--- src/verilog/rv_pkg.sv ---
package rv_pkg;

    parameter int xlen = 32;

    typedef logic [4:0] reg_addr_t;
    typedef logic [xlen-1:0] word_t;

    // major opcodes kept by the core
    typedef enum logic [6:0] {
        opc_lui    = 7'b0110111,
        opc_auipc  = 7'b0010111,
        opc_jal    = 7'b1101111,
        opc_jalr   = 7'b1100111,
        opc_branch = 7'b1100011,
        opc_load   = 7'b0000011,
        opc_store  = 7'b0100011,
        opc_op_imm = 7'b0010011,
        opc_op     = 7'b0110011,
        opc_fence  = 7'b0001111  // retired as a no-op
    } opcode_e;

    // ALU function, same encoding as funct3
    typedef enum logic [2:0] {
        alu_add  = 3'b000,
        alu_sll  = 3'b001,
        alu_slt  = 3'b010,
        alu_sltu = 3'b011,
        alu_xor  = 3'b100,
        alu_srx  = 3'b101,
        alu_or   = 3'b110,
        alu_and  = 3'b111
    } alu_op_e;

    typedef enum logic [1:0] {
        mem_none,
        mem_load,
        mem_store
    } mem_op_e;

    typedef struct packed {
        logic      valid;
        word_t     pc;
        word_t     inst;
    } if_id_t;

    typedef struct packed {
        logic      valid;
        word_t     op1;
        word_t     op2;
        word_t     store_data;
        reg_addr_t rd;
        logic      wb;
        alu_op_e   alu_op;
        logic      alu_alt;  // sub / arithmetic shift
        mem_op_e   mem_op;
    } id_ex_t;

    typedef struct packed {
        logic      valid;
        word_t     result;
        word_t     store_data;
        reg_addr_t rd;
        logic      wb;
        mem_op_e   mem_op;
    } ex_mem_t;

    typedef struct packed {
        logic      valid;
        word_t     result;
        reg_addr_t rd;
        logic      wb;
    } mem_wb_t;

    // forwarding bus back to decode
    typedef struct packed {
        logic      valid;
        reg_addr_t rd;
        word_t     data;
    } fwd_t;

endpackage

--- src/verilog/register_file.sv ---
`timescale 1ns/1ps

module register_file (
    input  logic              ctrl_clk,
    input  rv_pkg::reg_addr_t raddr1_i,
    input  rv_pkg::reg_addr_t raddr2_i,
    output rv_pkg::word_t     rdata1_o,
    output rv_pkg::word_t     rdata2_o,
    input  rv_pkg::reg_addr_t waddr_i,
    input  rv_pkg::word_t     wdata_i,
    input  logic              wen_i
);
    import rv_pkg::*;

    logic [31:1][xlen-1:0] regs;  // x0 has no storage
    logic writing;

    assign writing = wen_i && waddr_i != '0;

    // write-through so write-back and decode meet in one cycle
    assign rdata1_o = (raddr1_i == '0) ? '0 :
                      (writing && waddr_i == raddr1_i) ? wdata_i : regs[raddr1_i];
    assign rdata2_o = (raddr2_i == '0) ? '0 :
                      (writing && waddr_i == raddr2_i) ? wdata_i : regs[raddr2_i];

    always_ff @(posedge ctrl_clk) begin
        if (writing) begin
            regs[waddr_i] <= wdata_i;
        end
    end

    a_x0_write_ignored: assert property (@(posedge ctrl_clk)
        (wen_i && waddr_i == '0) |=> $stable(regs));

endmodule

--- src/verilog/fetch_stage.sv ---
`timescale 1ns/1ps

module fetch_stage #(
    parameter rv_pkg::word_t pc_reset = 32'h00100000
) (
    input  logic           ctrl_clk,
    input  logic           ctrl_reset,
    input  logic           stall_i,
    input  logic           next_stall_i,
    input  logic           jump_i,
    input  rv_pkg::word_t  jump_target_i,
    output rv_pkg::word_t  imem_addr_o,
    output logic           imem_req_o,
    input  rv_pkg::word_t  imem_data_i,
    input  logic           imem_rdy_i,
    output logic           busy_o,
    output rv_pkg::if_id_t if_id_o
);
    import rv_pkg::*;

    word_t pc_q;

    assign imem_addr_o = pc_q;
    assign imem_req_o  = 1'b1;  // always fetching
    assign busy_o      = imem_req_o && !imem_rdy_i;

    always_ff @(posedge ctrl_clk) begin
        if (ctrl_reset) begin
            pc_q          <= pc_reset;
            if_id_o.valid <= 1'b0;
        end else if (!stall_i) begin
            pc_q    <= jump_i ? jump_target_i : pc_q + 32'd4;
            if_id_o <= '{valid: 1'b1, pc: pc_q, inst: imem_data_i};
        end else if (!next_stall_i) begin
            if_id_o.valid <= 1'b0;  // bubble
        end
    end

    // pc only moves on a completed handshake
    a_imem_addr_hold: assert property (@(posedge ctrl_clk) disable iff (ctrl_reset)
        (imem_req_o && !imem_rdy_i) |=> $stable(imem_addr_o));

endmodule

--- src/verilog/decode_stage.sv ---
`timescale 1ns/1ps

module decode_stage (
    input  logic              ctrl_clk,
    input  logic              ctrl_reset,
    input  logic              stall_i,
    input  logic              next_stall_i,
    input  rv_pkg::if_id_t    if_id_i,
    output rv_pkg::reg_addr_t raddr1_o,
    output rv_pkg::reg_addr_t raddr2_o,
    input  rv_pkg::word_t     rdata1_i,
    input  rv_pkg::word_t     rdata2_i,
    input  rv_pkg::fwd_t      fwd_ex_i,
    input  rv_pkg::fwd_t      fwd_mem_i,
    input  logic              load_pending_i,
    output logic              jump_o,
    output rv_pkg::word_t     jump_target_o,
    output logic              busy_o,
    output rv_pkg::id_ex_t    id_ex_o
);
    import rv_pkg::*;

    opcode_e   opcode;
    logic [2:0] funct3;
    reg_addr_t rs1, rs2, rd;
    word_t     imm_i, imm_s, imm_b, imm_u, imm_j;
    word_t     op_a, op_b, jalr_sum;
    logic      live, uses_rs1, uses_rs2, cmp, taken;
    logic      squash_q;  // slot behind a taken transfer
    id_ex_t    id_ex_d;

    assign opcode = opcode_e'(if_id_i.inst[6:0]);
    assign funct3 = if_id_i.inst[14:12];
    assign rd     = if_id_i.inst[11:7];
    assign rs1    = if_id_i.inst[19:15];
    assign rs2    = if_id_i.inst[24:20];

    assign imm_i = {{20{if_id_i.inst[31]}}, if_id_i.inst[31:20]};
    assign imm_s = {{20{if_id_i.inst[31]}}, if_id_i.inst[31:25], if_id_i.inst[11:7]};
    assign imm_b = {{20{if_id_i.inst[31]}}, if_id_i.inst[7], if_id_i.inst[30:25],
                    if_id_i.inst[11:8], 1'b0};
    assign imm_u = {if_id_i.inst[31:12], 12'b0};
    assign imm_j = {{12{if_id_i.inst[31]}}, if_id_i.inst[19:12], if_id_i.inst[20],
                    if_id_i.inst[30:21], 1'b0};

    assign raddr1_o = rs1;
    assign raddr2_o = rs2;

    // execute beats memory beats the register file
    assign op_a = (fwd_ex_i.valid && fwd_ex_i.rd == rs1) ? fwd_ex_i.data :
                  (fwd_mem_i.valid && fwd_mem_i.rd == rs1) ? fwd_mem_i.data : rdata1_i;
    assign op_b = (fwd_ex_i.valid && fwd_ex_i.rd == rs2) ? fwd_ex_i.data :
                  (fwd_mem_i.valid && fwd_mem_i.rd == rs2) ? fwd_mem_i.data : rdata2_i;

    assign live     = if_id_i.valid && !squash_q;
    assign uses_rs1 = opcode inside {opc_jalr, opc_branch, opc_load, opc_store,
                                     opc_op_imm, opc_op};
    assign uses_rs2 = opcode inside {opc_branch, opc_store, opc_op};

    // load in execute, value only ready from memory next cycle
    assign busy_o = live && load_pending_i &&
                    ((uses_rs1 && fwd_ex_i.rd == rs1) || (uses_rs2 && fwd_ex_i.rd == rs2));

    always_comb begin
        case (funct3[2:1])
            2'b00:   cmp = op_a == op_b;                    // beq / bne
            2'b10:   cmp = $signed(op_a) < $signed(op_b);   // blt / bge
            default: cmp = op_a < op_b;                     // bltu / bgeu
        endcase
    end
    assign taken = cmp ^ funct3[0];

    assign jalr_sum = op_a + imm_i;
    assign jump_o = live && (opcode == opc_jal || opcode == opc_jalr ||
                             (opcode == opc_branch && taken));
    assign jump_target_o = (opcode == opc_jal) ? if_id_i.pc + imm_j :
                           (opcode == opc_jalr) ? {jalr_sum[31:1], 1'b0} :
                           if_id_i.pc + imm_b;

    always_comb begin
        id_ex_d        = '0;
        id_ex_d.rd     = rd;
        id_ex_d.alu_op = alu_add;
        case (opcode)
            opc_op_imm: begin
                id_ex_d.valid   = live;
                id_ex_d.op1     = op_a;
                id_ex_d.op2     = imm_i;
                id_ex_d.alu_op  = alu_op_e'(funct3);
                id_ex_d.alu_alt = funct3 == 3'b101 && if_id_i.inst[30];  // srai only
                id_ex_d.wb      = 1'b1;
            end
            opc_op: begin
                id_ex_d.valid   = live;
                id_ex_d.op1     = op_a;
                id_ex_d.op2     = op_b;
                id_ex_d.alu_op  = alu_op_e'(funct3);
                id_ex_d.alu_alt = if_id_i.inst[30];
                id_ex_d.wb      = 1'b1;
            end
            opc_lui: begin
                id_ex_d.valid = live;
                id_ex_d.op1   = imm_u;
                id_ex_d.wb    = 1'b1;
            end
            opc_auipc: begin
                id_ex_d.valid = live;
                id_ex_d.op1   = imm_u;
                id_ex_d.op2   = if_id_i.pc;
                id_ex_d.wb    = 1'b1;
            end
            opc_jal, opc_jalr: begin
                id_ex_d.valid = live;
                id_ex_d.op1   = if_id_i.pc;  // link value
                id_ex_d.op2   = 32'd4;
                id_ex_d.wb    = 1'b1;
            end
            opc_load: begin
                id_ex_d.valid  = live;
                id_ex_d.op1    = op_a;
                id_ex_d.op2    = imm_i;
                id_ex_d.wb     = 1'b1;
                id_ex_d.mem_op = mem_load;
            end
            opc_store: begin
                id_ex_d.valid      = live;
                id_ex_d.op1        = op_a;
                id_ex_d.op2        = imm_s;
                id_ex_d.store_data = op_b;
                id_ex_d.mem_op     = mem_store;
            end
            default: ;  // branch, fence, unknown leave as bubble
        endcase
    end

    always_ff @(posedge ctrl_clk) begin
        if (ctrl_reset) begin
            squash_q      <= 1'b0;
            id_ex_o.valid <= 1'b0;
        end else if (!stall_i) begin
            squash_q <= jump_o;
            id_ex_o  <= id_ex_d;
        end else if (!next_stall_i) begin
            id_ex_o.valid <= 1'b0;
        end
    end

    a_jump_needs_valid: assert property (@(posedge ctrl_clk) disable iff (ctrl_reset)
        jump_o |-> if_id_i.valid);

endmodule

--- src/verilog/execute_stage.sv ---
`timescale 1ns/1ps

module execute_stage (
    input  logic            ctrl_clk,
    input  logic            ctrl_reset,
    input  logic            stall_i,
    input  logic            next_stall_i,
    input  rv_pkg::id_ex_t  id_ex_i,
    output rv_pkg::fwd_t    fwd_o,
    output logic            load_pending_o,
    output rv_pkg::ex_mem_t ex_mem_o
);
    import rv_pkg::*;

    word_t      result;
    logic [4:0] shamt;

    assign shamt = id_ex_i.op2[4:0];

    always_comb begin
        case (id_ex_i.alu_op)
            alu_add:  result = id_ex_i.alu_alt ? id_ex_i.op1 - id_ex_i.op2
                                               : id_ex_i.op1 + id_ex_i.op2;
            alu_sll:  result = id_ex_i.op1 << shamt;
            alu_slt:  result = {31'b0, $signed(id_ex_i.op1) < $signed(id_ex_i.op2)};
            alu_sltu: result = {31'b0, id_ex_i.op1 < id_ex_i.op2};
            alu_xor:  result = id_ex_i.op1 ^ id_ex_i.op2;
            alu_srx:  result = id_ex_i.alu_alt ? word_t'($signed(id_ex_i.op1) >>> shamt)
                                               : id_ex_i.op1 >> shamt;
            alu_or:   result = id_ex_i.op1 | id_ex_i.op2;
            default:  result = id_ex_i.op1 & id_ex_i.op2;
        endcase
    end

    // a load result is not known here, so it is held back from forwarding
    assign fwd_o.valid = id_ex_i.valid && id_ex_i.wb && id_ex_i.mem_op != mem_load &&
                         id_ex_i.rd != '0;
    assign fwd_o.rd    = id_ex_i.rd;
    assign fwd_o.data  = result;

    assign load_pending_o = id_ex_i.valid && id_ex_i.mem_op == mem_load;

    always_ff @(posedge ctrl_clk) begin
        if (ctrl_reset) begin
            ex_mem_o.valid <= 1'b0;
        end else if (!stall_i) begin
            ex_mem_o.valid      <= id_ex_i.valid;
            ex_mem_o.result     <= result;  // address for loads and stores
            ex_mem_o.store_data <= id_ex_i.store_data;
            ex_mem_o.rd         <= id_ex_i.rd;
            ex_mem_o.wb         <= id_ex_i.wb;
            ex_mem_o.mem_op     <= id_ex_i.mem_op;
        end else if (!next_stall_i) begin
            ex_mem_o.valid <= 1'b0;
        end
    end

endmodule

--- src/verilog/memory_stage.sv ---
`timescale 1ns/1ps

module memory_stage (
    input  logic            ctrl_clk,
    input  logic            ctrl_reset,
    input  logic            stall_i,
    input  logic            next_stall_i,
    input  rv_pkg::ex_mem_t ex_mem_i,
    output rv_pkg::word_t   dmem_addr_o,
    output rv_pkg::word_t   dmem_wdata_o,
    output logic            dmem_req_o,
    output logic            dmem_wr_o,
    input  rv_pkg::word_t   dmem_rdata_i,
    input  logic            dmem_rdy_i,
    output logic            busy_o,
    output rv_pkg::fwd_t    fwd_o,
    output rv_pkg::mem_wb_t mem_wb_o
);
    import rv_pkg::*;

    word_t wb_data;

    // word accesses only
    assign dmem_req_o   = ex_mem_i.valid && ex_mem_i.mem_op != mem_none;
    assign dmem_wr_o    = ex_mem_i.mem_op == mem_store;
    assign dmem_addr_o  = ex_mem_i.result;
    assign dmem_wdata_o = ex_mem_i.store_data;
    assign busy_o       = dmem_req_o && !dmem_rdy_i;

    // read data is only good in the rdy cycle, and decode waits until then
    assign wb_data = (ex_mem_i.mem_op == mem_load) ? dmem_rdata_i : ex_mem_i.result;

    assign fwd_o.valid = ex_mem_i.valid && ex_mem_i.wb && ex_mem_i.rd != '0;
    assign fwd_o.rd    = ex_mem_i.rd;
    assign fwd_o.data  = wb_data;

    always_ff @(posedge ctrl_clk) begin
        if (ctrl_reset) begin
            mem_wb_o.valid <= 1'b0;
        end else if (!stall_i) begin
            mem_wb_o.valid  <= ex_mem_i.valid;
            mem_wb_o.result <= wb_data;
            mem_wb_o.rd     <= ex_mem_i.rd;
            mem_wb_o.wb     <= ex_mem_i.wb;
        end else if (!next_stall_i) begin
            mem_wb_o.valid <= 1'b0;
        end
    end

    a_store_needs_valid: assert property (@(posedge ctrl_clk) disable iff (ctrl_reset)
        (dmem_req_o && dmem_wr_o) |-> ex_mem_i.valid);

    // a waiting request keeps its address, data and direction
    a_dmem_req_hold: assert property (@(posedge ctrl_clk) disable iff (ctrl_reset)
        (dmem_req_o && !dmem_rdy_i) |=>
            dmem_req_o && $stable(dmem_addr_o) && $stable(dmem_wdata_o) &&
            $stable(dmem_wr_o));

    // a completed store never writes a register
    a_store_no_wb: assert property (@(posedge ctrl_clk) disable iff (ctrl_reset)
        (dmem_req_o && dmem_wr_o && dmem_rdy_i) |=> !(mem_wb_o.valid && mem_wb_o.wb));

endmodule

--- src/verilog/riscv_core.sv ---
`timescale 1ns/1ps

module riscv_core #(
    parameter rv_pkg::word_t pc_reset = 32'h00100000
) (
    input  logic          ctrl_clk,
    input  logic          ctrl_reset,
    output rv_pkg::word_t imem_addr_o,
    output logic          imem_req_o,
    input  rv_pkg::word_t imem_data_i,
    input  logic          imem_rdy_i,
    output rv_pkg::word_t dmem_addr_o,
    output rv_pkg::word_t dmem_wdata_o,
    output logic          dmem_req_o,
    output logic          dmem_wr_o,
    input  rv_pkg::word_t dmem_rdata_i,
    input  logic          dmem_rdy_i
);
    import rv_pkg::*;

    if_id_t    if_id;
    id_ex_t    id_ex;
    ex_mem_t   ex_mem;
    mem_wb_t   mem_wb;
    fwd_t      fwd_ex, fwd_mem;
    reg_addr_t raddr1, raddr2;
    word_t     rdata1, rdata2, jump_target;
    logic      jump, load_pending;
    logic      fetch_busy, decode_busy, mem_busy;
    logic      fetch_stall, decode_stall, execute_stall, mem_stall;

    // decode also waits on fetch so a pending jump is not dropped
    assign fetch_stall   = fetch_busy || decode_busy || mem_busy;
    assign decode_stall  = fetch_busy || decode_busy || mem_busy;
    assign execute_stall = mem_busy;
    assign mem_stall     = mem_busy;

    register_file i_regs (
        .ctrl_clk (ctrl_clk),
        .raddr1_i (raddr1),
        .raddr2_i (raddr2),
        .rdata1_o (rdata1),
        .rdata2_o (rdata2),
        .waddr_i  (mem_wb.rd),
        .wdata_i  (mem_wb.result),
        .wen_i    (mem_wb.valid && mem_wb.wb)
    );

    fetch_stage #(.pc_reset(pc_reset)) i_fetch (
        .ctrl_clk(ctrl_clk), .ctrl_reset(ctrl_reset),
        .stall_i(fetch_stall), .next_stall_i(decode_stall),
        .jump_i(jump), .jump_target_i(jump_target),
        .imem_addr_o(imem_addr_o), .imem_req_o(imem_req_o),
        .imem_data_i(imem_data_i), .imem_rdy_i(imem_rdy_i),
        .busy_o(fetch_busy), .if_id_o(if_id)
    );

    decode_stage i_decode (
        .ctrl_clk(ctrl_clk), .ctrl_reset(ctrl_reset),
        .stall_i(decode_stall), .next_stall_i(execute_stall),
        .if_id_i(if_id),
        .raddr1_o(raddr1), .raddr2_o(raddr2), .rdata1_i(rdata1), .rdata2_i(rdata2),
        .fwd_ex_i(fwd_ex), .fwd_mem_i(fwd_mem), .load_pending_i(load_pending),
        .jump_o(jump), .jump_target_o(jump_target),
        .busy_o(decode_busy), .id_ex_o(id_ex)
    );

    execute_stage i_execute (
        .ctrl_clk(ctrl_clk), .ctrl_reset(ctrl_reset),
        .stall_i(execute_stall), .next_stall_i(mem_stall),
        .id_ex_i(id_ex), .fwd_o(fwd_ex), .load_pending_o(load_pending),
        .ex_mem_o(ex_mem)
    );

    memory_stage i_memory (
        .ctrl_clk(ctrl_clk), .ctrl_reset(ctrl_reset),
        .stall_i(mem_stall), .next_stall_i(1'b0),  // write-back never stalls
        .ex_mem_i(ex_mem),
        .dmem_addr_o(dmem_addr_o), .dmem_wdata_o(dmem_wdata_o),
        .dmem_req_o(dmem_req_o), .dmem_wr_o(dmem_wr_o),
        .dmem_rdata_i(dmem_rdata_i), .dmem_rdy_i(dmem_rdy_i),
        .busy_o(mem_busy), .fwd_o(fwd_mem), .mem_wb_o(mem_wb)
    );

endmodule

--- config.mk ---
export PLATFORM = sky130hd
export DESIGN_NAME = riscv_core
export DESIGN_NICKNAME = d
export VERILOG_FILES = /design/src/verilog/rv_pkg.sv /design/src/verilog/register_file.sv /design/src/verilog/fetch_stage.sv /design/src/verilog/decode_stage.sv /design/src/verilog/execute_stage.sv /design/src/verilog/memory_stage.sv /design/src/verilog/riscv_core.sv
export SDC_FILE = /design/constraint.sdc
export NUM_CORES = 2
export LEC_CHECK = 0
export CORE_ASPECT_RATIO = 0.5
export CORE_UTILIZATION = 50
export CTS_BUF_LIST = sky130_fd_sc_hd__clkbuf_4
export DETAILED_ROUTE_END_ITERATION = 16
export DONT_BUFFER_PORTS = 1
export PLACE_DENSITY_LB_ADDON = 0.3
export SLEW_MARGIN = 20
export SYNTH_ARGS = -nofsm -noshare
export SYNTH_HDL_FRONTEND = slang
export SYNTH_SLANG_ARGS = --single-unit
--- constraint.sdc ---
create_clock -name ctrl_clk -period 32.2 [get_ports ctrl_clk]
set_input_delay 4.83 -clock ctrl_clk [delete_from_list [all_inputs] [get_ports ctrl_clk]]
set_output_delay 4.83 -clock ctrl_clk [all_outputs]
set_load 0.01 [all_outputs]
* Word level (Yosys, flattened, before mapping) *
Cells that the tools add are included.

word-level totals
  flip-flop bits (word level) = 1,311
  latch bits = 0
  bits in writable memories = 0
  ROM bits = 0
  input bits = 68
  output and inout port bits = 99
  word-level logic and storage cells = 189
  memories kept = 0

cells by class
  add/sub/neg operators = 6
  $mul = 0
  div/mod/pow operators = 0
  order comparisons = 8
  equal/unequal tests = 29
  shift-type cells = 3
  multiplexer cells = 30
  bitwise operators = 7
  reductions and logical operators = 51

operator list
  kind                   count
  $bwmux 992             1
  $mux 32                17
  $bmux 32 s5            2
  $pmux 32 s7            1
  $demux 32 s5           1
  $pmux 32 s5            1
  $add 32x32->32         4
  $lt 32x32->1           4
  $pmux 33 s3            1
  $add 32x3->32 const B  1
  $and 32x32->32         1
  $eq 32x32->1           1
  $or 32x32->32          1
  $shl 32x5->32          1
  $shr 32x5->32          1
  $sshr 32x5->32         1
  $sub 32x32->32         1
  $xor 32x32->32         1
  $eq 5x5->1             6
  $logic_and 1x1->1      25
  $eq 7x6->1 const B     3
  $eq 7x7->1 const B     3
  $lt 5x6->1 const B     3
  $reduce_bool 5->1      3
  28 further kinds       50

* Longest topological paths before layout *
  depth after elaboration = 14
  gate-level depth with buffers = 29
  depth with buffers taken out = 26

* Modules after synthesis *
A second synthesis with hierarchy kept.

second synthesis, totals
  cells, all modules = 5,609
  area total of the unflattened synthesis = 75,057.0 µm²

by module, submodules not included
  module         instances  cells an instance  area each (µm²)  seq. area each (µm²)
  register_file  1          2,376              46,525.9         29,788.6
  decode_stage   1          1,354              11,491.0         3,283.1
  execute_stage  1          1,389              10,792.9         2,182.1
  fetch_stage    1          333                3,937.5          2,582.5
  memory_stage   1          154                2,293.4          1,161.1
  riscv_core     1          3                  16.3             0.0

* Worst setup path after synthesis *
Ideal clock, no wire load.

  path type = input-to-reg
  start = input dmem_rdy_i
  end = register i_fetch.pc_q[29], in the netlist i_fetch.imem_addr_o[29]
  library setup time = 60 ps
  data arrival time = 13,822 ps
  data required time = 32,140 ps
  slack = 18,318 ps
  stages on the path = 6
  path buffers = 1
  cell sequence = nor2b_1 or3b_2 buf_2 nor2_1 o311a_1 a32o_1

between the ends
  longest elaborated chain between the ends = 3

RTL lines
  element               line                source
  from (decl)           riscv_core.sv:17    input logic dmem_rdy_i
  $logic_not 1->1       memory_stage.sv:28  assign busy_o = dmem_req_o && !dmem_rdy_i;
  $logic_and 1x1->1     memory_stage.sv:28
  $logic_or 1x1->1      riscv_core.sv:33    assign fetch_stall = fetch_busy || decode_busy || mem_busy;
  to (signal assigned)  fetch_stage.sv:29   pc_q <= pc_reset;
  to (signal assigned)  fetch_stage.sv:32   pc_q <= jump_i ? jump_target_i : pc_q + 32'd4;
  to (decl)             fetch_stage.sv:21   word_t pc_q;

Every way passes these cells.
A chain may end at the register's enable or synchronous reset.

* Final worst setup path *
  start = register i_fetch.if_id_o[15] (netlist bit)
  end = register i_fetch.pc_q[3], in the netlist i_fetch.imem_addr_o[3]

between the ends
  longest elaborated chain between the ends = 13
  elaborated cells on any way between the ends = 30
  those cells by class = 1 x add/sub; 2 x order compare; 4 x eq/ne; 10 x mux; 1 x bitwise; 12 x reduce/logical

RTL lines
  element                                                             line                 source
  from (decl)                                                         fetch_stage.sv:17    output rv_pkg::if_id_t if_id_o
  from (signal assigned)                                              fetch_stage.sv:33    if_id_o <= '{valid: 1'b1, pc: pc_q, inst: imem_data_i};
  $bmux 32 s5 or $eq 5x5->1 (tied branches)                           register_file.sv:22  (writing && waddr_i == raddr1_i) ? wdata_i : regs[raddr1_i];
  $mux 32 (not written as such) or $logic_and 1x1->1 (tied branches)  register_file.sv:22
  $mux 32                                                             register_file.sv:22
  $mux 32                                                             register_file.sv:21  assign rdata1_o = (raddr1_i == '0) ? '0 :
  $mux 32                                                             decode_stage.sv:51   (fwd_mem_i.valid && fwd_mem_i.rd == rs1) ? fwd_mem_i.data : rdata1_i;
  $mux 32                                                             decode_stage.sv:50   assign op_a = (fwd_ex_i.valid && fwd_ex_i.rd == rs1) ? fwd_ex_i.data :
  $lt 32x32->1 (tied with other cells)                                decode_stage.sv:68   default: cmp = op_a < op_b;
  $pmux 1 s2                                                          decode_stage.sv:65   case (funct3[2:1])
  $xor 1x1->1                                                         decode_stage.sv:71   assign taken = cmp ^ funct3[0];
  $logic_and 1x1->1                                                   decode_stage.sv:75   (opcode == opc_branch && taken));
  $logic_or 1x1->1                                                    decode_stage.sv:74   assign jump_o = live && (opcode == opc_jal || opcode == opc_jalr ||
  $logic_and 1x1->1                                                   decode_stage.sv:74
  $mux 32                                                             fetch_stage.sv:32

Several ways; a longest one is shown, not always the timed one. The select of a mux whose other input is x is not followed.

==> out/qor.csv <==
metric,value,unit
status,"finished, final reports clean",
setup_violations,0,
holdWs,408,ps
path_common_cell,buf_4,
io_pins,167,
place_congestion,1.01,
worst_path_largest_cell_delay,820,ps
tightest_slew,1310,ps
crit_cells,25,
cts_buffers,323,
post-route-period-util,0.302,
numClockSinks,1311,
synth.most_common_cell,edfxtp_1,
yosys.area.top_type,edfxtp_1,
synth.avg_cell_area,13.8,um^2
slew_headroom,0.117,
synthTopCellsByCount,"1274 x edfxtp_1, 603 x mux4_2, 339 x nor2_1",
reg2regPathDepth,25,
port_buffers,0,
grt_pass1_wl,377000,um
critPathSlowestCell,buf_4,
hp-class,reg2reg,
crit_start,i_fetch.if_id_o[15]$_DFFE_PP_,
syn_inst,5432,
antenna_found_initial,18,
p_leak,27.7,nW
regArea,39000,um^2
synth_top_cell_area_share,0.510,
drive_gt1_frac,0.250,
syn_area,75000,um^2
drc_errors,0,
cts_hold_buf,0,
die_h,276,um
drv_cap,0,
clk_pin_slew,80,ps
yosysUniqueCellTypes,107,
crit_fanout,95,
endpoint_kind,register,
cp_top_family,compound AO/OA/AOI/OAI gates,
syn_to_final_growth,7.75,%
multi_input_area,33400,um^2
r2r-start,i_fetch.if_id_o[15]$_DFFE_PP_,
grt_pass1_vias,52200,
cp_data_arrival_time,10830,ps
criticalPathCategory,reg2reg,
critPathRequiredTime,33320,ps
htreeDepth,5,
wl_per_cell,35.0,um
routed_via_density,7.07,
ys_top_cells_by_area,"edfxtp_1 51%, mux4_2 18%, ha_1 3.4%",
cts_tree,built,
die-area,152000,um^2
grt_overflow,0,
vias,54200,
drv_slew,0,
grt_usage,0.350,
fin_nets,5720,
root_buffer,clkbuf_4,
synth_seq_cells,1311,
grt_max_degree,135,
post_cts_buffers,0,
r2r_setup_slack,22490,ps
clock.fmax,103,MHz
ys_seq_area_frac,0.520,
cts-resized-gates,0,
synthArstFlopShare,0,
synth_edf_count,1274,
setup.worst_path.end,i_fetch.imem_addr_o[3]$_SDFFE_PP0N_,
wl,268000,um
powerDensity,48.9,nW/um^2
irDropWorstVdd,0.0418,mV
fillers,12100,
grt_setup_unrepaired,false,
yosys_warnings,0,
period_needed,9710,ps
dr.pass1.iters,7,
start_kind,register,
synthFlopType,edfxtp_1,
rows,100,
r2r-end,i_fetch.imem_addr_o[3]$_SDFFE_PP0N_,
synth_fp_nets,5708,
final_hold_viol_count,0,
cts.path.max_buffers,4,
critPathBufInv,5,
hpwl,174000,um
first_iter_violations,8773,
finalSetupTns,0,ps
initial_utilization,0.504,
die_x,550,um
clock_latency,1330,ps
drtAntennaViolNets,0,
clock_skew,154,ps
coreArea,149000,um^2
==> placed cells by master (no fill, tap or decap), drive strengths merged, types with 154 or more instances in the layout <==
cell    count
nor2      339
mux4      604
ha        203
clkbuf    466
edfxtp   1274
a21oi     325
nand2     305
o21ai     296
inv       180
mux2i     160
buf       154
==> worst register-to-register path: stages (launching register included) <==
cell and delay, ps:
edfxtp_1 500, buf_4 690, buf_12 570, buf_4 1120, mux4_2 640, mux4_2 510
mux2i_1 670, nor2_1 250, a21oi_1 240, o21ai_0 220, nand2_1 120, o21ai_0 390
ha_1 400, a2111oi_0 310, o21ai_0 170, o2111ai_1 170, a211oi_1 150, or4_1 560
a21oi_1 480, o31ai_4 80, buf_4 260, nor2_1 370, buf_4 280, o311ai_0 190
a21oi_1 190, nor4_1 70
==> final cells by class <==
class	instances	area share
Clock inverter	74	0.00454
Inverter	176	0.00820
Sequential cell	1311	0.482
Antenna cell	14	0.000433
Multi-Input combinational cell	3477	0.413
Tap cell	1989	0.0308
Timing Repair Buffer	155	0.0170
Clock buffer	466	0.0433
==> kinds of logic (layout without fill, tap and decap cells) <==
| family | after synthesis | in the layout | share of synthesized area |
|---|---|---|---|
| simple gates | 1019 | 1019 | 0.0625 |
| mux | 843 | 843 | 0.215 |
| compound gates | 1289 | 1289 | 0.115 |
| xor+xnor | 117 | 117 | 0.0137 |
| flops | 1311 | 1311 | 0.520 |
| buf+inv | 644 | 871 | 0.0395 |
| other cells | 1 | 15 | 0.0000500 |
| fa+ha+maj | 208 | 208 | 0.0352 |
==> power breakdown <==
part / internal [mW] / leakage, nW / switching (mW)
sequential: 1.90 / 12.0 / 0.0419
clock: 0.685 / 2.33 / 0.680
combinational: 0.243 / 13.3 / 0.406
total: 2.82 / 27.7 / 1.13
==> worst min-delay path by stage <==
stage | from | depth (start not counted) | slack (ps) | to
after floorplan | i_decode.id_ex_o[14]$_SDFFCE_PN0P_ | 0 | 400 | i_execute.ex_mem_o[10]$_DFFE_PP_
after global placement | i_decode.id_ex_o[20]$_SDFFCE_PN0P_ | 0 | 410 | i_execute.ex_mem_o[16]$_DFFE_PP_
after detailed placement | i_decode.id_ex_o[37]$_SDFFCE_PN0P_ | 0 | 410 | i_execute.ex_mem_o[33]$_DFFE_PP_
after CTS | i_decode.id_ex_o[20]$_SDFFCE_PN0P_ | 0 | 410 | i_execute.ex_mem_o[16]$_DFFE_PP_
after global routing | i_decode.id_ex_o[20]$_SDFFCE_PN0P_ | 0 | 420 | i_execute.ex_mem_o[16]$_DFFE_PP_
final | i_decode.id_ex_o[20]$_SDFFCE_PN0P_ | 0 | 410 | i_execute.ex_mem_o[16]$_DFFE_PP_
==> metal layers <==
| layer | up-vias | share of wire | global-route usage |
|---|---|---|---|
| li1 | 22000 | - | - |
| met1 | 27100 | 0.37 | 0.468 |
| met2 | 4233 | 0.44 | 0.517 |
| met3 | 847 | 0.14 | 0.109 |
| met4 | 4 | 0.057 | 0.187 |
| met5 | - | 0.00011 | 0 |
==> flip-flops by register name, summed over array words and instances (netlist names) <==
signal / count
i_fetch.imem_addr_o: 32
i_decode.squash_q: 1
i_execute.ex_mem_o: 73
i_memory.mem_wb_o: 39
i_regs.regs: 992
i_decode.id_ex_o: 109
i_fetch.if_id_o: 65
==> through the flow <==
| step | worst slack, ps | total power [mW] | std cells | instance area, um^2 | utilization |
|---|---|---|---|---|---|
| 6_report | 22490 | 3.95 | 7662 | 80800 | 0.543 |
| 2_1_floorplan | 18320 | 2.38 | 5432 | 75000 | - |
| 3_3_place_gp | 22470 | 2.59 | 7093 | 76700 | 0.515 |
| 3_5_place_dp | 22300 | 2.59 | 7094 | 76700 | 0.515 |
| 4_1_cts | 22880 | 3.94 | 7634 | 80500 | 0.541 |
| 5_1_grt | 22220 | 4.07 | 7659 | 80800 | 0.543 |
Power figures use the tool's default switching activity.
